**config.mk**
```make
export PLATFORM = sky130hd
export DESIGN_NAME = open_loop_app_wrap
export DESIGN_NICKNAME = d
export VERILOG_FILES = /design/src/open_loop_pkg.sv /design/src/flow_fifo.sv /design/src/setup_handler.sv /design/src/app_cntxt_mem.sv /design/src/open_loop_tx_engine.sv /design/src/open_loop_app_wrap.sv
export VERILOG_INCLUDE_DIRS = /design/src /design/src/src
export SDC_FILE = /design/constraint.sdc
export NUM_CORES = 1
export LEC_CHECK = 0
export ABC_AREA = 1
export BUFFER_PORTS_ARGS = -buffer_cell sky130_fd_sc_hd__buf_2
export CORE_ASPECT_RATIO = 1.2
export CORE_MARGIN = 2
export CORE_UTILIZATION = 41
export CTS_BUF_LIST = sky130_fd_sc_hd__clkbuf_8 sky130_fd_sc_hd__clkbuf_16
export CTS_CLUSTER_DIAMETER = 150
export CTS_CLUSTER_SIZE = 24
export DETAILED_ROUTE_END_ITERATION = 10
export PLACE_DENSITY = 0.57
export SETUP_SLACK_MARGIN = 0.02
export SLEW_MARGIN = 0
export SYNTH_ARGS = -nofsm -noshare
export SYNTH_HDL_FRONTEND = slang
export SYNTH_SLANG_ARGS = --single-unit
```
**constraint.sdc**
```tcl
create_clock -name clk -period 3.2 [get_ports clk]
set_input_delay 0.64 -clock clk [delete_from_list [all_inputs] [get_ports clk]]
set_output_delay 0.64 -clock clk [all_outputs]
set_load 0.05 [all_outputs]
```
**src/open_loop_consts.svh**
```systemverilog
`ifndef OPEN_LOOP_CONSTS_SVH
`define OPEN_LOOP_CONSTS_SVH

// flow table and queue sizing
`define OL_MAX_FLOWS    16
`define OL_Q_LOG2       4
`define OL_NUM_FLOWS    4

// field widths
`define OL_FLOWID_W     4
`define OL_CNT_W        4
`define OL_SEQ_W        8

`endif

```
**src/open_loop_pkg.sv**
```systemverilog
`include "open_loop_consts.svh"

package open_loop_pkg;

    typedef logic [`OL_FLOWID_W-1:0]    flowid_t;
    typedef logic [`OL_CNT_W-1:0]       req_cnt_t;
    typedef logic [`OL_SEQ_W-1:0]       seq_t;

    // new-flow notification as it arrives at the tile
    typedef struct packed {
        flowid_t    flowid;
        req_cnt_t   req_cnt;
    } notif_t;

    // per-flow state kept between requests
    typedef struct packed {
        req_cnt_t   remaining;
        seq_t       seq;
    } app_cntxt_t;

endpackage

```
**src/flow_fifo.sv**
```systemverilog
`timescale 1ns/1ps
module flow_fifo #(
     parameter type payload_t   = logic [7:0]
    ,parameter int  LOG2_DEPTH  = 4
)(
     input  logic       clk
    ,input  logic       rst_n

    ,input  logic       wr_req
    ,input  payload_t   wr_data
    ,output logic       full

    ,input  logic       rd_req
    ,output payload_t   rd_data
    ,output logic       empty
);

    localparam int DEPTH = 1 << LOG2_DEPTH;

    payload_t                   mem [DEPTH];
    logic   [LOG2_DEPTH-1:0]    wr_ptr;
    logic   [LOG2_DEPTH-1:0]    rd_ptr;
    logic   [LOG2_DEPTH:0]      count;
    logic                       do_wr;
    logic                       do_rd;

    assign do_wr = wr_req && !full;
    assign do_rd = rd_req && !empty;

    assign full  = count == (LOG2_DEPTH+1)'(DEPTH);
    assign empty = count == '0;

    // head entry is visible before the read strobe
    assign rd_data = mem[rd_ptr];

    always_ff @(posedge clk or negedge rst_n) begin
        if (!rst_n) begin
            wr_ptr <= '0;
            rd_ptr <= '0;
            count  <= '0;
        end
        else begin
            if (do_wr) begin
                wr_ptr <= wr_ptr + 1'b1;
            end
            if (do_rd) begin
                rd_ptr <= rd_ptr + 1'b1;
            end
            case ({do_wr, do_rd})
                2'b10:   count <= count + 1'b1;
                2'b01:   count <= count - 1'b1;
                default: count <= count;
            endcase
        end
    end

    always_ff @(posedge clk) begin
        if (do_wr) begin
            mem[wr_ptr] <= wr_data;
        end
    end

    // producers and consumers must watch the flags
    a_no_overflow: assert property (@(posedge clk) disable iff (!rst_n)
        wr_req |-> !full);
    a_no_underflow: assert property (@(posedge clk) disable iff (!rst_n)
        rd_req |-> !empty);

endmodule

```
**src/setup_handler.sv**
```systemverilog
`timescale 1ns/1ps
`include "open_loop_consts.svh"
module setup_handler
import open_loop_pkg::*;
(
     input  logic           clk
    ,input  logic           rst_n

    ,input  logic           notif_q_empty
    ,input  notif_t         notif_q_data
    ,output logic           notif_q_rd_req

    ,output logic           cntxt_wr_req
    ,output flowid_t        cntxt_wr_flowid
    ,output app_cntxt_t     cntxt_wr_data

    ,output logic           send_q_wr_req
    ,output flowid_t        send_q_wr_data

    ,output logic           setup_done
);

    localparam int CNT_W = $clog2(`OL_NUM_FLOWS + 1);

    logic   [CNT_W-1:0] flows_done;
    logic               pop;

    // done once the last expected flow has been taken
    assign setup_done = flows_done == CNT_W'(`OL_NUM_FLOWS);

    assign pop            = !notif_q_empty && !setup_done;
    assign notif_q_rd_req = pop;

    // fresh context with the full count and sequence zero
    assign cntxt_wr_req              = pop;
    assign cntxt_wr_flowid           = notif_q_data.flowid;
    assign cntxt_wr_data.remaining   = notif_q_data.req_cnt;
    assign cntxt_wr_data.seq         = '0;

    // a flow with nothing to send never enters the loop
    assign send_q_wr_req  = pop && (notif_q_data.req_cnt != '0);
    assign send_q_wr_data = notif_q_data.flowid;

    always_ff @(posedge clk or negedge rst_n) begin
        if (!rst_n) begin
            flows_done <= '0;
        end
        else if (pop) begin
            flows_done <= flows_done + 1'b1;
        end
    end

    // a popped notification carries a known flow id and count
    a_pop_known: assert property (@(posedge clk) disable iff (!rst_n)
        pop |-> !$isunknown(notif_q_data));

endmodule

```
**src/app_cntxt_mem.sv**
```systemverilog
`timescale 1ns/1ps
`include "open_loop_consts.svh"
module app_cntxt_mem
import open_loop_pkg::*;
(
     input  logic           clk
    ,input  logic           rst_n

    ,input  logic           setup_done

    ,input  logic           setup_wr_req
    ,input  flowid_t        setup_wr_flowid
    ,input  app_cntxt_t     setup_wr_data

    ,input  logic           eng_rd_req
    ,input  flowid_t        eng_rd_flowid
    ,output app_cntxt_t     eng_rd_data

    ,input  logic           eng_wr_req
    ,input  flowid_t        eng_wr_flowid
    ,input  app_cntxt_t     eng_wr_data
);

    app_cntxt_t     mem [`OL_MAX_FLOWS];
    logic           wr_en;
    flowid_t        wr_flowid;
    app_cntxt_t     wr_data;

    // setup owns the write port until handover
    always_comb begin
        if (setup_done) begin
            wr_en     = eng_wr_req;
            wr_flowid = eng_wr_flowid;
            wr_data   = eng_wr_data;
        end
        else begin
            wr_en     = setup_wr_req;
            wr_flowid = setup_wr_flowid;
            wr_data   = setup_wr_data;
        end
    end

    always_ff @(posedge clk) begin
        if (wr_en) begin
            mem[wr_flowid] <= wr_data;
        end
        if (eng_rd_req) begin
            eng_rd_data <= mem[eng_rd_flowid];
        end
    end

    a_eng_after_setup: assert property (@(posedge clk) disable iff (!rst_n)
        (eng_rd_req || eng_wr_req) |-> setup_done);

endmodule

```
**src/open_loop_tx_engine.sv**
```systemverilog
`timescale 1ns/1ps
module open_loop_tx_engine
import open_loop_pkg::*;
(
     input  logic           clk
    ,input  logic           rst_n

    ,input  logic           setup_done

    ,input  logic           send_q_empty
    ,input  flowid_t        send_q_rd_data
    ,output logic           send_q_rd_req

    ,output logic           send_q_wr_req
    ,output flowid_t        send_q_wr_data

    ,output logic           cntxt_rd_req
    ,output flowid_t        cntxt_rd_flowid
    ,input  app_cntxt_t     cntxt_rd_data

    ,output logic           cntxt_wr_req
    ,output flowid_t        cntxt_wr_flowid
    ,output app_cntxt_t     cntxt_wr_data

    ,output logic           req_val
    ,output flowid_t        req_flowid
    ,output seq_t           req_seq
    ,input  logic           req_rdy
);

    typedef enum logic [1:0] {
        IDLE,
        RD_WAIT,
        ISSUE
    } state_e;

    state_e         state_reg;
    state_e         state_next;
    flowid_t        cur_flowid;
    app_cntxt_t     cur_cntxt;
    app_cntxt_t     next_cntxt;
    logic           pop;
    logic           xfer;

    // ~~~~~~~~~~~~~~~~~~~~~~~~~~~~~~~~~~~~~~~~
    // pop and context lookup
    // ~~~~~~~~~~~~~~~~~~~~~~~~~~~~~~~~~~~~~~~~
    assign pop             = (state_reg == IDLE) && setup_done && !send_q_empty;
    assign send_q_rd_req   = pop;
    assign cntxt_rd_req    = pop;
    assign cntxt_rd_flowid = send_q_rd_data;

    // ~~~~~~~~~~~~~~~~~~~~~~~~~~~~~~~~~~~~~~~~
    // request and write-back
    // ~~~~~~~~~~~~~~~~~~~~~~~~~~~~~~~~~~~~~~~~
    assign req_val    = state_reg == ISSUE;
    assign req_flowid = cur_flowid;
    assign req_seq    = cur_cntxt.seq;
    assign xfer       = req_val && req_rdy;

    assign next_cntxt.remaining = cur_cntxt.remaining - 1'b1;
    assign next_cntxt.seq       = cur_cntxt.seq + 1'b1;

    assign cntxt_wr_req    = xfer;
    assign cntxt_wr_flowid = cur_flowid;
    assign cntxt_wr_data   = next_cntxt;

    // flow drops out of the rotation on its last request
    assign send_q_wr_req  = xfer && (next_cntxt.remaining != '0);
    assign send_q_wr_data = cur_flowid;

    always_comb begin
        state_next = state_reg;
        case (state_reg)
            IDLE:    if (pop) state_next = RD_WAIT;
            RD_WAIT: state_next = ISSUE;
            ISSUE:   if (xfer) state_next = IDLE;
            default: state_next = IDLE;
        endcase
    end

    always_ff @(posedge clk or negedge rst_n) begin
        if (!rst_n) begin
            state_reg <= IDLE;
        end
        else begin
            state_reg <= state_next;
        end
    end

    always_ff @(posedge clk) begin
        if (pop) begin
            cur_flowid <= send_q_rd_data;
        end
        // read data lands the cycle after the pop
        if (state_reg == RD_WAIT) begin
            cur_cntxt <= cntxt_rd_data;
        end
    end

    // a flow in the send loop always has requests left
    a_cntxt_live: assert property (@(posedge clk) disable iff (!rst_n)
        (state_reg == RD_WAIT) |-> (cntxt_rd_data.remaining != '0));

endmodule

```
**src/open_loop_app_wrap.sv**
```systemverilog
`timescale 1ns/1ps
`include "open_loop_consts.svh"
module open_loop_app_wrap
import open_loop_pkg::*;
(
     input  logic       clk
    ,input  logic       rst_n

    ,input  logic       notif_val
    ,input  flowid_t    notif_flowid
    ,input  req_cnt_t   notif_req_cnt
    ,output logic       notif_rdy

    ,output logic       req_val
    ,output flowid_t    req_flowid
    ,output seq_t       req_seq
    ,input  logic       req_rdy

    ,output logic       setup_done
);

    logic           notif_q_wr_req;
    notif_t         notif_q_wr_data;
    logic           notif_q_full;
    logic           notif_q_rd_req;
    notif_t         notif_q_rd_data;
    logic           notif_q_empty;

    logic           setup_cntxt_wr_req;
    flowid_t        setup_cntxt_wr_flowid;
    app_cntxt_t     setup_cntxt_wr_data;
    logic           setup_send_q_wr_req;
    flowid_t        setup_send_q_wr_data;

    logic           tx_send_q_wr_req;
    flowid_t        tx_send_q_wr_data;
    logic           send_q_wr_req;
    flowid_t        send_q_wr_data;
    logic           send_q_rd_req;
    flowid_t        send_q_rd_data;
    logic           send_q_empty;

    logic           eng_rd_req;
    flowid_t        eng_rd_flowid;
    app_cntxt_t     eng_rd_data;
    logic           eng_wr_req;
    flowid_t        eng_wr_flowid;
    app_cntxt_t     eng_wr_data;

    // ~~~~~~~~~~~~~~~~~~~~~~~~~~~~~~~~~~~~~~~~
    // notification intake
    // ~~~~~~~~~~~~~~~~~~~~~~~~~~~~~~~~~~~~~~~~
    assign notif_rdy       = !notif_q_full;
    assign notif_q_wr_req  = notif_val && notif_rdy;
    assign notif_q_wr_data = '{flowid: notif_flowid, req_cnt: notif_req_cnt};

    flow_fifo #(
         .payload_t     (notif_t    )
        ,.LOG2_DEPTH    (`OL_Q_LOG2 )
    ) notif_q (
         .clk
        ,.rst_n
        ,.wr_req    (notif_q_wr_req     )
        ,.wr_data   (notif_q_wr_data    )
        ,.full      (notif_q_full       )
        ,.rd_req    (notif_q_rd_req     )
        ,.rd_data   (notif_q_rd_data    )
        ,.empty     (notif_q_empty      )
    );

    setup_handler setup (
         .clk
        ,.rst_n
        ,.notif_q_empty     (notif_q_empty          )
        ,.notif_q_data      (notif_q_rd_data        )
        ,.notif_q_rd_req    (notif_q_rd_req         )
        ,.cntxt_wr_req      (setup_cntxt_wr_req     )
        ,.cntxt_wr_flowid   (setup_cntxt_wr_flowid  )
        ,.cntxt_wr_data     (setup_cntxt_wr_data    )
        ,.send_q_wr_req     (setup_send_q_wr_req    )
        ,.send_q_wr_data    (setup_send_q_wr_data   )
        ,.setup_done
    );

    // ~~~~~~~~~~~~~~~~~~~~~~~~~~~~~~~~~~~~~~~~
    // send loop
    // ~~~~~~~~~~~~~~~~~~~~~~~~~~~~~~~~~~~~~~~~
    always_comb begin
        if (setup_done) begin
            send_q_wr_req  = tx_send_q_wr_req;
            send_q_wr_data = tx_send_q_wr_data;
        end
        else begin
            send_q_wr_req  = setup_send_q_wr_req;
            send_q_wr_data = setup_send_q_wr_data;
        end
    end

    // deep enough to hold every flow at once
    flow_fifo #(
         .payload_t     (flowid_t   )
        ,.LOG2_DEPTH    (`OL_Q_LOG2 )
    ) send_q (
         .clk
        ,.rst_n
        ,.wr_req    (send_q_wr_req  )
        ,.wr_data   (send_q_wr_data )
        ,.full      ()
        ,.rd_req    (send_q_rd_req  )
        ,.rd_data   (send_q_rd_data )
        ,.empty     (send_q_empty   )
    );

    app_cntxt_mem cntxt_mem (
         .clk
        ,.rst_n
        ,.setup_done
        ,.setup_wr_req      (setup_cntxt_wr_req     )
        ,.setup_wr_flowid   (setup_cntxt_wr_flowid  )
        ,.setup_wr_data     (setup_cntxt_wr_data    )
        ,.eng_rd_req
        ,.eng_rd_flowid
        ,.eng_rd_data
        ,.eng_wr_req
        ,.eng_wr_flowid
        ,.eng_wr_data
    );

    open_loop_tx_engine tx (
         .clk
        ,.rst_n
        ,.setup_done
        ,.send_q_empty
        ,.send_q_rd_data
        ,.send_q_rd_req
        ,.send_q_wr_req     (tx_send_q_wr_req   )
        ,.send_q_wr_data    (tx_send_q_wr_data  )
        ,.cntxt_rd_req      (eng_rd_req         )
        ,.cntxt_rd_flowid   (eng_rd_flowid      )
        ,.cntxt_rd_data     (eng_rd_data        )
        ,.cntxt_wr_req      (eng_wr_req         )
        ,.cntxt_wr_flowid   (eng_wr_flowid      )
        ,.cntxt_wr_data     (eng_wr_data        )
        ,.req_val
        ,.req_flowid
        ,.req_seq
        ,.req_rdy
    );

endmodule

```
## Yosys cells after proc, flatten, opt, wreduce, memory -nomap -nowiden

Memory sizes are Yosys's and may differ from the RTL's. A register that Yosys moved wholly into a read port is not among the register bits.
Cells that the tools add are included.

| word-level totals | value |
|---|---|
| register bits after elaboration | 47 |
| output and inout port bits | 15 |
| bits of input ports | 12 |
| memories kept | 3 |
| logic and storage cells | 75 |
| memory bits (writable) | 384 |

| operators by class | value |
|---|---|
| reductions and logical operators | 24 |
| $add $sub $neg | 11 |
| eq/ne operators | 11 |
| mux-type cells | 15 |

Memory list:

| name | depth | bits a word | read ports | clocked after memory_dff | wr ports | line | text |
|---|---|---|---|---|---|---|---|
| cntxt_mem.mem | 16 | 12 | 1 | 1 | 1 | app_cntxt_mem.sv:24 | `` app_cntxt_t mem [`OL_MAX_FLOWS]; `` |
| notif_q.mem | 16 | 8 | 1 | 0 | 1 | flow_fifo.sv:20 | `payload_t mem [DEPTH];` |
| send_q.mem | 16 | 4 | 1 | 0 | 1 | flow_fifo.sv:20 |  |

Operator list:

| kind | number |
|---|---|
| one-hot mux 5 bit (2 select lines) | 2 |
| adder 4 x 1 -> 4 bit (second input constant) | 4 |
| two-way mux 12 bit | 1 |
| logical AND 1 bit | 11 |
| adder 5 x 1 -> 5 bit (second input constant) | 2 |
| == test 5 bit (second input constant) | 2 |
| zero test 5 bit | 2 |
| subtractor 5 x 1 -> 5 bit (second input constant) | 2 |
| adder 8 x 1 -> 8 bit (second input constant) | 1 |
| two-way mux 1 bit | 8 |
| nonzero test 4 bit | 2 |
| == test 2 x 1 -> 1 bit (second input constant) | 3 |
| == test 2 bit (second input constant) | 3 |
| one-hot mux 2 bit (3 select lines) | 1 |
| zero test 1 bit | 5 |
| two-way mux 2 bit | 2 |
| two-way mux 4 bit | 1 |
| != test 2 bit (second input constant) | 2 |
| nonzero test 2 bit | 2 |
| subtractor 4 x 1 -> 4 bit (second input constant) | 1 |
| adder 3 x 1 -> 3 bit (second input constant) | 1 |
| == test 3 bit (second input constant) | 1 |
| zero test 2 bit | 1 |
| AND reduction 2 bit | 1 |

## Logic depth before layout (Yosys ltp)

Gate-level depths: netlist of run 1.

| depth | value |
|---|---|
| depth in word-level cells | 8 |
| gate-level depth with buffers | 24 |
| depth with buffers taken out | 21 |

## Hierarchy

Synthesis of run 1 repeated with hierarchy kept, for this count alone.

| unflattened totals | value |
|---|---|
| cell total of the unflattened synthesis | 2001 |
| area, all modules | 20138.1 sq um |

By module, submodules not included:

| module | sequential area each (sq um) | times used | cells an instance | area each (sq um) |
|---|---|---|---|---|
| app_cntxt_mem | 6125.9 | 1 | 843 | 8887.3 |
| flow_fifo (notif_q) | 4169.0 | 1 | 621 | 6231.0 |
| flow_fifo (send_q) | 2247.2 | 1 | 374 | 3618.5 |
| open_loop_tx_engine | 530.5 | 1 | 93 | 967.2 |
| setup_handler | 75.1 | 1 | 51 | 362.8 |
| open_loop_app_wrap | 0.0 | 1 | 19 | 71.3 |

## Worst setup path before layout of run 1

No wires, ideal clock.

| path | value |
|---|---|
| kind | register -> register |
| start | register tx.state_reg[1] |
| end | register send_q.count[4] |
| arrival time | 3.023 ns |
| buffers on the path | 1 |
| setup time | 0.125 ns |
| data required time | 3.075 ns |
| period minus slack after synthesis | 3.148 ns |
| cell stages (with the launch flop) | 17 |
| setup slack | 0.052 ns |
| cell sequence | dfrtp_1 -> inv_1 -> nor2_1 -> nand3_1 -> a31o_2 -> nand2_2 -> nand2_2 -> buf_4 -> ha_1 -> ha_1 -> nand2_1 -> nor2_1 -> a211oi_1 -> nand2_1 -> nand2_1 -> nor2_1 -> xor2_1 |

| between the ends | value |
|---|---|
| word-level cells in the longest chain between the ends | 7 |
| elaborated cells between the ends (all ways) | 13 |
| those cells by class | eq/ne (3); mux (2); reduce/logical (8) |

Ends and longest elaborated chain:

| item | line | text |
|---|---|---|
| start: declaration | open_loop_tx_engine.sv:37 | `state_e state_reg;` |
| start signal: assignment | open_loop_tx_engine.sv:87 | `state_reg <= state_next;` |
| == test 2 bit * | open_loop_tx_engine.sv:56 | `assign req_val = state_reg == ISSUE;` |
| named net req_val | open_loop_app_wrap.sv:14 | `,output logic req_val` |
| logical AND 1 bit * | open_loop_tx_engine.sv:59 | `assign xfer = req_val && req_rdy;` |
| logical AND 1 bit * | open_loop_tx_engine.sv:69 | `assign send_q_wr_req = xfer && (next_cntxt.remaining != '0);` |
| two-way mux 1 bit * | open_loop_app_wrap.sv:89 | `if (setup_done) begin` |
| logical AND 1 bit * | flow_fifo.sv:27 | `assign do_wr = wr_req && !full;` |
| == test 2 x 1 -> 1 bit / == test 2 bit (equally long branches) | flow_fifo.sv:49 | `case ({do_wr, do_rd})` |
| one-hot mux 5 bit (2 select lines) / nonzero test 2 bit (equally long branches) | -- |  |
| end signal: assignment | flow_fifo.sv:50 | `2'b10: count <= count + 1'b1;` |
| end signal: assignment | flow_fifo.sv:51 | `2'b01: count <= count - 1'b1;` |
| end signal: assignment | flow_fifo.sv:52 | `default: count <= count;` |
| end: declaration | flow_fifo.sv:23 | `logic [LOG2_DEPTH:0] count;` |

The timed path passes the listed nets; every way through them passes the cells marked *.
A chain may end at the register's enable or synchronous reset.

## Worst setup path after layout of run 1

| path | value |
|---|---|
| start | register notif_q.rd_ptr[0] |
| end | register send_q.count[4] |

| between the ends | value |
|---|---|
| word-level cells in the longest chain between the ends | 7 |
| elaborated cells between the ends (all ways) | 9 |
| those cells by class | eq/ne (2); mux (2); reduce/logical (4); memory (1) |

Ends and longest elaborated chain:

| item | line | text |
|---|---|---|
| start: declaration | flow_fifo.sv:22 | `logic [LOG2_DEPTH-1:0] rd_ptr;` |
| start signal: assignment | flow_fifo.sv:47 | `rd_ptr <= rd_ptr + 1'b1;` |
| memory (16 x 8 bit) * | -- |  |
| nonzero test 4 bit * | setup_handler.sv:41 | `assign send_q_wr_req = pop && (notif_q_data.req_cnt != '0);` |
| logical AND 1 bit * | setup_handler.sv:41 |  |
| two-way mux 1 bit * | open_loop_app_wrap.sv:89 |  |
| logical AND 1 bit * | flow_fifo.sv:27 |  |
| == test 2 x 1 -> 1 bit / == test 2 bit (equally long branches) | flow_fifo.sv:49 |  |
| one-hot mux 5 bit (2 select lines) / nonzero test 2 bit (equally long branches) | -- |  |

Mark *: on every way between the ends. The rest lies on a longest branch, timed or not.

==> results.txt, run 1 <==
The run finished with clean final reports. On the critical path the largest part of the delay comes from simple AND/OR/NAND/NOR gates. The number of H-tree levels came out at 1. After clock tree synthesis, the clock-pin slew on the worst setup and hold paths is 0.11 ns.

Of all flip-flops after synthesis, the portion carrying an async set or reset was 0.0700. Counting flops with a built-in enable in the synthesized netlist gives 412. In this run, post-CTS hold repair placed 0 buffers. Summing all multi-input logic gate instances after layout gives 0.00506 sq mm. The clock skew after layout came out at 0.0377 ns.

The largest total area in the synthesized netlist belongs to sky130_fd_sc_hd__edfxtp_1. Setup violations remaining at the end of the flow were counted as 0. Setup repair after global routing left no endpoint under its margin. The count of different cell masters after synthesis came out at 40. Compared with the post-synthesis result, the final layout area differs by 8.67%.

The total detailed-routing wirelength is 46200 um. In the final layout, the registers with the most flip-flops are cntxt_mem.mem x192, notif_q.mem x128, send_q.mem x64. The count of nets left with antenna violations after detail routing came out at 0. The number of clock buffers inserted by TritonCTS came out at 22. The largest incremental delay on the critical path is 0.46 ns. The clock reaches the later pin of the worst-skew pair after 0.58 ns. For this run, the leading register cell type out of synthesis is sky130_fd_sc_hd__edfxtp_1.

The netlist area before placement came out at 0.0194 sq mm. The number of vias after detailed routing came out at 12.5k. The worst setup path is launched from a register.

The worst pin sits at a relative slew slack of 0.252. The placed wire-length estimate is 28800 um. The endpoint kind of the worst setup timing path is a register.

The share of the clock period used by the worst path is 0.915. The sum of buffers and inverters on the critical path came out at 2. The max-capacitance violation count came out at 0. Once the clock tree was built, the resizer swapped 0 gates to a different size. After synthesis, the cell types taking the most area are sky130_fd_sc_hd__edfxtp_1 (64%), sky130_fd_sc_hd__nand2_1 (7.2%), sky130_fd_sc_hd__nand3_1 (6.7%).

The total die area is 0.0491 sq mm. The average instance in the mapped netlist occupies 11.2 sq um. From bottom edge to top edge, the die measures 242 um.

The clock drives 443 sinks. The setup TNS is 0 ns. Among the stages of the critical path, the cell type that occurs most often is sky130_fd_sc_hd__nand2_1. At the pin with the least slew margin, the transition time is 1.12 ns. The maximum root-to-sink buffer count is 3. For this run, the register share of the synthesized area comes to 0.677. The flip-flop and latch count after synthesis came out at 443. For this design the top-level I/O count stands at 27.

The largest register by flop count is cntxt_mem.mem. The number of global-route vias before repair came to 12.1k. The row count is 87. The first detailed-routing pass ran for 5 iterations. The worst setup path is of the register to register kind.

The number of warnings issued by yosys came out at 0. The maximum operating frequency is 342 MHz. Routability-driven placement finished with a final weighted congestion of 0.830. The number of nets in the finished design came out at 1805. The antenna diode count came out at 0. The number of nets handed over by synthesis was 1770. The routed via count divided by cell count is 5.22. The time the worst path needs with I/O delays and setup is 2.93 ns. The share of synthesized area in the top cell type comes to 0.637. For this configuration, the core starts out at a cell density of 0.414. The slowest stage of the critical path is the sky130_fd_sc_hd__dfrtp_2 cell. The remaining global-route overflow is 0.

The worst hold path belongs to the class input pin to async pin. The setup slack of the most critical reg-to-reg path came out at 0.27 ns. The die extent in x came out at 203 um. TritonCTS built the clock tree. After detailed routing, the number of remaining DRC violations is 0. The footprint of the flip-flops and latches came out at 0.0131 sq mm. The wire length per cell came out at 19.2 um. The buffers inserted during post-CTS setup optimization is 0. The buffer type at the clock tree root is sky130_fd_sc_hd__clkbuf_16. The fill cell instance count of the final layout is 4321. The number of max-slew violations in the final report was 0. The area of the core is 0.0469 sq mm. For this run, the total global-route usage over all layers was measured as 0.187. The quantity of I/O buffers inserted on ports came out at 26. The largest net degree at the start of global routing is 97. The first routing iteration left 987 violations. The fraction of layout instances using a drive strength above 1 came out at 0.0867.

Walking the worst path, the cells encountered are buf_12 -> or2_1 -> nand3_1 -> nand3_1 -> nand3_2 -> nand2_1 -> nor2_1 -> nand2_1 -> nand2_1 -> nand2_2 -> nand2_2 -> ha_4 -> inv_1 -> fa_1 -> nor2_1 -> a211oi_1 -> nand2_1 -> nand2_1 -> nor2_1 -> xor2_1. The maximum fanout along the worst path is 49. The arrival time of the worst setup path came out at 3.43 ns.

The first-pass GRT wire length is 70600 um. The gate count of the mapped netlist came out at 1733. The final hold violation count came out at 0.

The number of antenna violations at the first check in global routing was 0. The flip-flop count of the largest register, all copies and words added is 192. The endpoint required time on the critical path is 3.70 ns.
## path summary, 6_finish.rpt
path,startpoint,end,cells after the start
hold reg to reg,cntxt_mem.eng_rd_data[7],tx.req_seq[7],0
setup reg to reg,notif_q.rd_ptr[0],send_q.count[4],20
min in group clk,req_rdy,tx.state_reg[1],2
hold / removal,rst_n,notif_q.rd_ptr[3],1
setup / recovery,notif_q.rd_ptr[0],send_q.count[4],20
max in group asynchronous,rst_n,notif_q.rd_ptr[0],1
## cells in the final DEF, fill, tap and decap left out, types with 3 or more instances in the layout
master / netlist / layout
sky130_fd_sc_hd__nand2_2: 4 / 4
sky130_fd_sc_hd__o21ai_0: 66 / 66
sky130_fd_sc_hd__nor2_1: 137 / 137
sky130_fd_sc_hd__o21ai_1: 3 / 3
sky130_fd_sc_hd__clkbuf_16: 0 / 22
sky130_fd_sc_hd__clkinv_1: 4 / 4
sky130_fd_sc_hd__xor2_1: 14 / 14
sky130_fd_sc_hd__a21oi_1: 9 / 9
sky130_fd_sc_hd__o211ai_1: 10 / 10
sky130_fd_sc_hd__edfxtp_1: 412 / 412
sky130_fd_sc_hd__nand3b_1: 64 / 64
sky130_fd_sc_hd__buf_4: 19 / 73
sky130_fd_sc_hd__ha_1: 23 / 22
sky130_fd_sc_hd__nand3_1: 259 / 258
sky130_fd_sc_hd__nand4_1: 3 / 3
sky130_fd_sc_hd__or2_2: 7 / 7
sky130_fd_sc_hd__buf_12: 0 / 7
sky130_fd_sc_hd__xnor2_1: 5 / 5
sky130_fd_sc_hd__o221ai_1: 15 / 15
sky130_fd_sc_hd__nor3_1: 5 / 5
sky130_fd_sc_hd__inv_1: 171 / 180
sky130_fd_sc_hd__dfrtp_1: 31 / 30
sky130_fd_sc_hd__buf_2: 43 / 26
sky130_fd_sc_hd__nand2_1: 375 / 374
## cells in the mapped netlist, types with 4 or more instances
| cell type | n |
|---|---|
| sky130_fd_sc_hd__nand3b_1 | 64 |
| sky130_fd_sc_hd__inv_1 | 171 |
| sky130_fd_sc_hd__nand2_2 | 4 |
| sky130_fd_sc_hd__xnor2_1 | 5 |
| sky130_fd_sc_hd__or2_2 | 7 |
| sky130_fd_sc_hd__clkinv_1 | 4 |
| sky130_fd_sc_hd__nand3_1 | 259 |
| sky130_fd_sc_hd__o221ai_1 | 15 |
| sky130_fd_sc_hd__buf_6 | 13 |
| sky130_fd_sc_hd__o21ai_0 | 66 |
| sky130_fd_sc_hd__nor3_1 | 5 |
| sky130_fd_sc_hd__o211ai_1 | 10 |
| sky130_fd_sc_hd__clkbuf_1 | 12 |
| sky130_fd_sc_hd__buf_1 | 7 |
| sky130_fd_sc_hd__buf_2 | 43 |
| sky130_fd_sc_hd__edfxtp_1 | 412 |
| sky130_fd_sc_hd__buf_4 | 19 |
| sky130_fd_sc_hd__dfrtp_1 | 31 |
| sky130_fd_sc_hd__ha_1 | 23 |
| sky130_fd_sc_hd__nor2_1 | 137 |
| sky130_fd_sc_hd__a21oi_1 | 9 |
| sky130_fd_sc_hd__nand2_1 | 375 |
| sky130_fd_sc_hd__xor2_1 | 14 |
## area by class of cell
type	instances	share of cell area
timing repair buffer	106	0.0388
multi-input combinational	1016	0.240
clock buffer	22	0.0261
tap	623	0.0369
clock inverter	11	0.00314
sequential	443	0.623
inverter	179	0.0321
## metal layers
layer	wire length (um)	vias to the layer above	GRT usage
met5	0	-	0
met4	1250	0	0.0543
met3	1720	72	0.0160
met2	23200	275	0.328
met1	20000	6224	0.247
li1	-	5957	-
## cell families after synthesis
kind of cell | Yosys count | share of synthesized area
AND/OR/NAND/NOR | 860 | 0.199
AO/OA/AOI/OAI | 112 | 0.0342
XOR/XNOR | 19 | 0.00857
flip-flops | 443 | 0.677
buffers and inverters | 274 | 0.0646
adder cells (fa/ha/maj) | 25 | 0.0169
## metrics by stage
stage,worst slack (ns),cells,utilization,hold WS [ns],cell area (sq um)
after floorplan,0.0523,1733,-,0.344,19400
final,0.272,2400,0.450,0.154,21100
after CTS,0.0688,2400,0.449,0.149,21100
after global placement,0.176,2367,0.436,0.401,20500
after detailed placement,0.113,2367,0.436,0.405,20500
after global routing,0.0213,2400,0.450,0.194,21100
Power of run 1 is left out: the tool's default activity adds up to more than one toggle a clock period on the data nets, which glitch-free logic cannot reach.
==> run 2: changes to the inputs <==
==> constraint.sdc (replaced) <==
create_clock -name clk -period 3.3 [get_ports clk]
set_input_delay 0.66 -clock clk [delete_from_list [all_inputs] [get_ports clk]]
set_output_delay 0.66 -clock clk [all_outputs]
set_load 0.05 [all_outputs]
==> results.txt, run 2 (synthesis gave the netlist of run 1 again) <==
The final hold violation count is 0. The number of global-route vias before repair is 12.0k. The tightest min-delay check is of the input pin to async pin type.

The number of max-slew violations in the final report is 0. The effective utilization at floorplan came out at 0.414. The total setup violations reported at the end of the flow is 0. The floorplan step defined a die boundary enclosing 0.0491 sq mm. The number of antenna violations at the first check in global routing is 0. The top cell types in the final layout, fill and taps aside, are sky130_fd_sc_hd__edfxtp_1 (412), sky130_fd_sc_hd__nand2_1 (374), sky130_fd_sc_hd__nand3_1 (259). The run finished with clean final reports.

Measured along the x axis, the die boundary spans 203 um. The largest registers in the layout are cntxt_mem.mem x192, notif_q.mem x128, send_q.mem x64. Entering global routing, the biggest net connects 97 pins. The endpoint required time on the critical path is 3.78 ns.

The congestion estimate from routability-driven global placement came to 0.838. The fraction of layout instances using a drive strength above 1 is 0.0847. The max-capacitance violation count came out at 0. The area growth from synthesis to final layout is 8.92%. Buffers inserted to repair hold after CTS numbered 0. The latest clock arrival within the worst-skew pair came out at 0.56 ns. The count of TritonRoute iterations in the first routing pass came out at 5. The endpoint kind of the worst setup timing path is a register. Adding up every negative setup slack in the final design gives 0 ns. Along the worst path, the maximum fanout reaches 43. The total detailed-routing wirelength is 45600 um. Between clock sinks in the finished design, the worst skew comes to 0.0252 ns.

Of the available clock period, the critical path in the final layout requires 0.896. Setup repair after global routing left no endpoint under its margin. The row count is 87. Once detailed placement completed, the half-perimeter wirelength came to 28600 um. The routed via count divided by cell count came out at 5.15. The arrival time of the worst setup path is 3.44 ns. CTS built an H-tree with a depth of 1. Clock tree synthesis inserted a total of 22 buffers.

The startpoint kind of the worst setup timing path is a register. The first global-routing pass estimated 70300 um of wire. The most common cell after layout, fill and taps aside is sky130_fd_sc_hd__edfxtp_1. The number of placed I/O pins is 27. The maximum operating frequency is 338 MHz.

The worst slew margin relative to its limit came out at 0.229. The worst setup path is of the register to register kind. The CTS sink count is 443.

The final layout contains 1803 nets. After clock tree synthesis, the clock-pin slew on the worst setup and hold paths is 0.10 ns. TritonCTS built the clock tree. The count of nets left with antenna violations after detail routing is 0. The maximum root-to-sink buffer count came out at 3. The violation count after the first detailed-route iteration came out at 878. More flip-flops sit in one register than any other, and that register is cntxt_mem.mem. In the routed design, unresolved DRC markers number 0.

The time the worst path needs with I/O delays and setup came out at 2.96 ns. The global routing usage summed across all routing layers came out at 0.185. The floorplan step set the die height to 242 um. The wire length per cell came out at 19.0 um. The routed layout has 12.4k vias. The flip-flop count of the largest register, all copies and words added came out at 192.

The core region is 0.0469 sq mm. The antenna diode count is 0. At the pin with the least slew margin, the transition time is 1.15 ns. The tree is rooted in a sky130_fd_sc_hd__clkbuf_16. The remaining global-route overflow came out at 0. The quantity of I/O buffers inserted on ports came out at 26.
[run 2: cell types whose count changed in the layout (fill, tap and decap cells not counted), sizes merged]
cell / before / now
buf: 106 / 103
clkbuf: 22 / 24
clkinv: 6 / 5
inv: 184 / 191
[run 2: worst paths after layout]
kind | from | endpoint | slack [ns] | cells past startpoint
max in group asynchronous | rst_n | notif_q.rd_ptr[0] | 2.54 | 1
setup reg to reg | notif_q.rd_ptr[0] | send_q.count[4] | 0.34 | 21
min in group clk | req_rdy | tx.state_reg[1] | 0.36 | 2
setup / recovery | notif_q.rd_ptr[0] | send_q.count[4] | 0.34 | 21
hold / removal | rst_n | send_q.rd_ptr[0] | 0.19 | 1
hold reg to reg | cntxt_mem.eng_rd_data[11] | tx.cur_cntxt[11] | 0.43 | 0
[run 2: repair_timing]
action / in CTS / in global routing
gates resized for setup: 0 / 5
setup endpoints to repair: 0 / 1
setup buffers: 0 / 1
[run 2: cell type report]
class                           count  area [sq um]
Fill cell                        4286         25800
Clock buffer                       23           576
Timing Repair Buffer              104           833
Tap cell                          623           779
Sequential cell                   443         13100
Multi-Input combinational cell   1016          5060
Inverter                          179           674
Clock inverter                     17          76.3
[run 2: critical path, stage by stage, from the launching register on]
cell and delay (ns):
sky130_fd_sc_hd__dfrtp_2 0.42, sky130_fd_sc_hd__inv_2 0.06, sky130_fd_sc_hd__buf_12 0.17, sky130_fd_sc_hd__or2_2 0.28, sky130_fd_sc_hd__nand2_1 0.06, sky130_fd_sc_hd__nand3_1 0.09, sky130_fd_sc_hd__nand3_1 0.11, sky130_fd_sc_hd__nand2_1 0.08
sky130_fd_sc_hd__nor2_1 0.10, sky130_fd_sc_hd__nand2_1 0.07, sky130_fd_sc_hd__nand2_1 0.10, sky130_fd_sc_hd__nand2_4 0.08, sky130_fd_sc_hd__nand2_4 0.08, sky130_fd_sc_hd__ha_4 0.16, sky130_fd_sc_hd__inv_1 0.08, sky130_fd_sc_hd__fa_2 0.40
sky130_fd_sc_hd__nor2_1 0.11, sky130_fd_sc_hd__a211oi_1 0.06, sky130_fd_sc_hd__nand2_1 0.07, sky130_fd_sc_hd__nand2_1 0.05, sky130_fd_sc_hd__nor2_1 0.11, sky130_fd_sc_hd__xor2_1 0.15
[run 2: per-stage QoR]
step	instances	util	worst slack (ns)	area [sq um]	hold WS (ns)
floorplan	1733	-	0.152	19400	0.364
global placement	2363	0.436	0.245	20400	0.401
detailed placement	2363	0.436	0.179	20400	0.405
CTS	2403	0.450	0.162	21100	0.196
global route	2405	0.451	0.0411	21200	0.230
finish	2405	0.451	0.342	21200	0.187
[run 2: per-layer routing]
| metal | vias to the layer above | GRT usage | wire length, um |
|---|---|---|---|
| met5 | - | 0 | 0 |
| met4 | 0 | 0.0558 | 1180 |
| met3 | 66 | 0.0183 | 1790 |
| met2 | 283 | 0.326 | 23000 |
| met1 | 6076 | 0.242 | 19600 |
| li1 | 5952 | - | - |
Power of run 2 is left out for the same reason.
==> run 3: changes to the inputs <==
--- a/config.mk
+++ b/config.mk
@@ -8,14 +8,15 @@
 export LEC_CHECK = 0
 export ABC_AREA = 1
 export BUFFER_PORTS_ARGS = -buffer_cell sky130_fd_sc_hd__buf_2
+export CELL_PAD_IN_SITES_DETAIL_PLACEMENT = 0
+export CELL_PAD_IN_SITES_GLOBAL_PLACEMENT = 1
 export CORE_ASPECT_RATIO = 1.2
 export CORE_MARGIN = 2
 export CORE_UTILIZATION = 41
 export CTS_BUF_LIST = sky130_fd_sc_hd__clkbuf_8 sky130_fd_sc_hd__clkbuf_16
-export CTS_CLUSTER_DIAMETER = 150
 export CTS_CLUSTER_SIZE = 24
 export DETAILED_ROUTE_END_ITERATION = 10
-export PLACE_DENSITY = 0.57
+export PLACE_DENSITY = 0.67
 export SETUP_SLACK_MARGIN = 0.02
 export SLEW_MARGIN = 0
 export SYNTH_ARGS = -nofsm -noshare
==> results.txt, run 3 (synthesis gave the netlist of run 1 again) <==
Static timing analysis puts the maximum clock frequency at 332 MHz. The number of max-slew violations in the final report is 0. The remaining global-route overflow came out at 0.

In this run the worst path has a maximum fanout of 17. The largest registers in the layout are cntxt_mem.mem x192, notif_q.mem x128, send_q.mem x64. After detailed routing, the number of remaining DRC violations is 0. The share of the clock period used by the worst path is 0.912. Hold timing on the final database bottoms out at a slack of 0.157 ns. Between clock sinks in the finished design, the worst skew comes to 0.0233 ns.

The first-pass GRT wire length came out at 72800 um. The time the worst path needs with I/O delays and setup came out at 3.01 ns. STA classifies the critical path endpoint as a register. The launch instance of the worst register-to-register path is notif_q.rd_ptr[0]. The count of nets left with antenna violations after detail routing came out at 0. By startpoint and endpoint, the worst setup path is classified as register to register. The worst reg-to-reg path cell count came out at 19. The area growth from synthesis to layout is 14.8%.

The transition at the pin with the smallest max-transition slack is 1.16 ns. The arrival time of the worst setup path came out at 3.46 ns. The die boundary height is 242 um. The violation count after the first detailed-route iteration is 863. The clock transition time at the flip-flop clock pins of the worst setup and hold paths is 0.06 ns.

The routed via count divided by cell count is 5.14. The number of vias after detailed routing is 12.6k. The flow ran to the end, and the final reports show no timing, DRC or antenna violations.

After detailed routing, the total wire length is 46700 um. The termination of the worst setup path is send_q.count[4]. The buffer type at the clock tree root is sky130_fd_sc_hd__clkbuf_16. The placed wire-length estimate is 28100 um. The initial utilization of the core area, before any placement, comes to 0.414. The area of the core came out at 0.0469 sq mm. In the layout the commonest cells are sky130_fd_sc_hd__edfxtp_1 (412), sky130_fd_sc_hd__nand2_1 (372), sky130_fd_sc_hd__nand3_1 (259). The total die area is 0.0491 sq mm. The worst hold path belongs to the class input pin to async pin. The clock drives 443 sinks. CTS built an H-tree with a depth of 2.

The max-capacitance violation count came out at 0. The antenna diode count is 0. The total setup violations reported at the end of the flow is 0.

The latest clock arrival within the worst-skew pair is 0.58 ns. The startpoint kind of the worst setup timing path is a register. Leaving out fill and tap cells, the most frequent cell in the layout is sky130_fd_sc_hd__edfxtp_1. The flip-flop count of the largest register, all copies and words added is 192.

Across every metal layer, demand over resource in global routing totals 0.193. The worst register-to-register path has a setup slack of 0.29 ns. The number of antenna violations at the first check in global routing is 0. The quantity of I/O buffers inserted on ports is 26. The final hold violation count came out at 0. The largest register by flop count is cntxt_mem.mem. For the worst setup path, the data required time is 3.75 ns. Setup repair after global routing left no endpoint under its margin. The final weighted congestion in routability-driven placement is 0.786.

Tracing the worst setup path back leads to its startpoint at notif_q.rd_ptr[0]. Entering global routing, the biggest net connects 69 pins. The fraction of layout instances using a drive strength above 1 came out at 0.120. The number of placed I/O pins is 27. Once layout is complete, the utilization of the core stands at 0.475. Buffers inserted to repair hold after CTS numbered 0. The count of TritonRoute iterations in the first routing pass came out at 5. The worst slew margin relative to its limit came out at 0.222. The number of global-route vias before repair came to 12.6k. The worst register-to-register path ends at send_q.count[4]. The number of nets in the finished design is 1839. Summed over all failing endpoints, the final setup total negative slack is 0 ns. The TritonCTS clock tree is done. The number of clock buffers inserted by TritonCTS is 47. The wire length per cell came out at 19.0 um. The die extent in x is 203 um.

The maximum root-to-sink buffer count came out at 3. After floorplanning, the core was divided into 87 placement rows.
[run 3: worst min-delay path by stage]
stage | cells past startpoint | start | slack [ns] | endpoint
CTS | 1 | rst_n | 0.16 | notif_q.rd_ptr[1]
detailed placement | 0 | cntxt_mem.eng_rd_data[8] | 0.40 | tx.cur_cntxt[8]
global route | 1 | rst_n | 0.20 | notif_q.rd_ptr[1]
finish | 1 | rst_n | 0.16 | notif_q.rd_ptr[1]
global placement | 0 | cntxt_mem.eng_rd_data[11] | 0.40 | tx.cur_cntxt[11]
floorplan | 0 | rst_n | 0.36 | notif_q.count[0]
[run 3: repair_timing]
action	4_1_cts	5_1_grt
endpoints found under the hold margin	0	0
gates cloned	0	2
buffers inserted	0	4
resized for setup	1	12
setup endpoints to repair	1	1
pin swaps	0	1
[run 3: layout make-up]
class                      instances  area (sq um)
multi-input combinational       1016          5060
clock inverter                    38           518
sequential                       443         13100
tap                              623           779
clock buffer                      48          1200
fill                            4236         24600
timing repair buffer             115           896
inverter                         179           684
[run 3: per-layer routing]
| metal | track usage | vias to the layer above | share of wire |
|---|---|---|---|
| li1 | - | 6067 | - |
| met1 | 0.260 | 6183 | 0.44 |
| met2 | 0.319 | 315 | 0.49 |
| met3 | 0.0316 | 83 | 0.054 |
| met4 | 0.0618 | 0 | 0.024 |
| met5 | 0 | - | 0 |
[run 3: worst max-delay path, cell delays in order, from the launching register on]
cell	delay [ns]
sky130_fd_sc_hd__dfrtp_2	0.50
sky130_fd_sc_hd__buf_12	0.19
sky130_fd_sc_hd__or2_1	0.23
sky130_fd_sc_hd__nand3_1	0.07
sky130_fd_sc_hd__nand3_1	0.07
sky130_fd_sc_hd__nand3_1	0.08
sky130_fd_sc_hd__nand2_1	0.08
sky130_fd_sc_hd__nor2_2	0.12
sky130_fd_sc_hd__nand2_2	0.09
sky130_fd_sc_hd__nand2_1	0.08
sky130_fd_sc_hd__nand2_2	0.10
sky130_fd_sc_hd__nand2_2	0.11
sky130_fd_sc_hd__ha_4	0.17
sky130_fd_sc_hd__inv_1	0.09
sky130_fd_sc_hd__fa_2	0.40
sky130_fd_sc_hd__nor2_1	0.11
sky130_fd_sc_hd__a211oi_1	0.06
sky130_fd_sc_hd__nor2_1	0.12
sky130_fd_sc_hd__nor2_2	0.06
sky130_fd_sc_hd__xor2_1	0.15
[run 3: per-stage QoR]
stage               std cells  instance area [sq um]  setup slack, ns
global placement         2370                  20500            0.117
finish                   2462                  22300            0.289
CTS                      2456                  22200            0.112
floorplan                1733                  19400            0.152
global route             2462                  22300           0.0253
detailed placement       2370                  20500           0.0406
Power of run 3 is left out for the same reason.
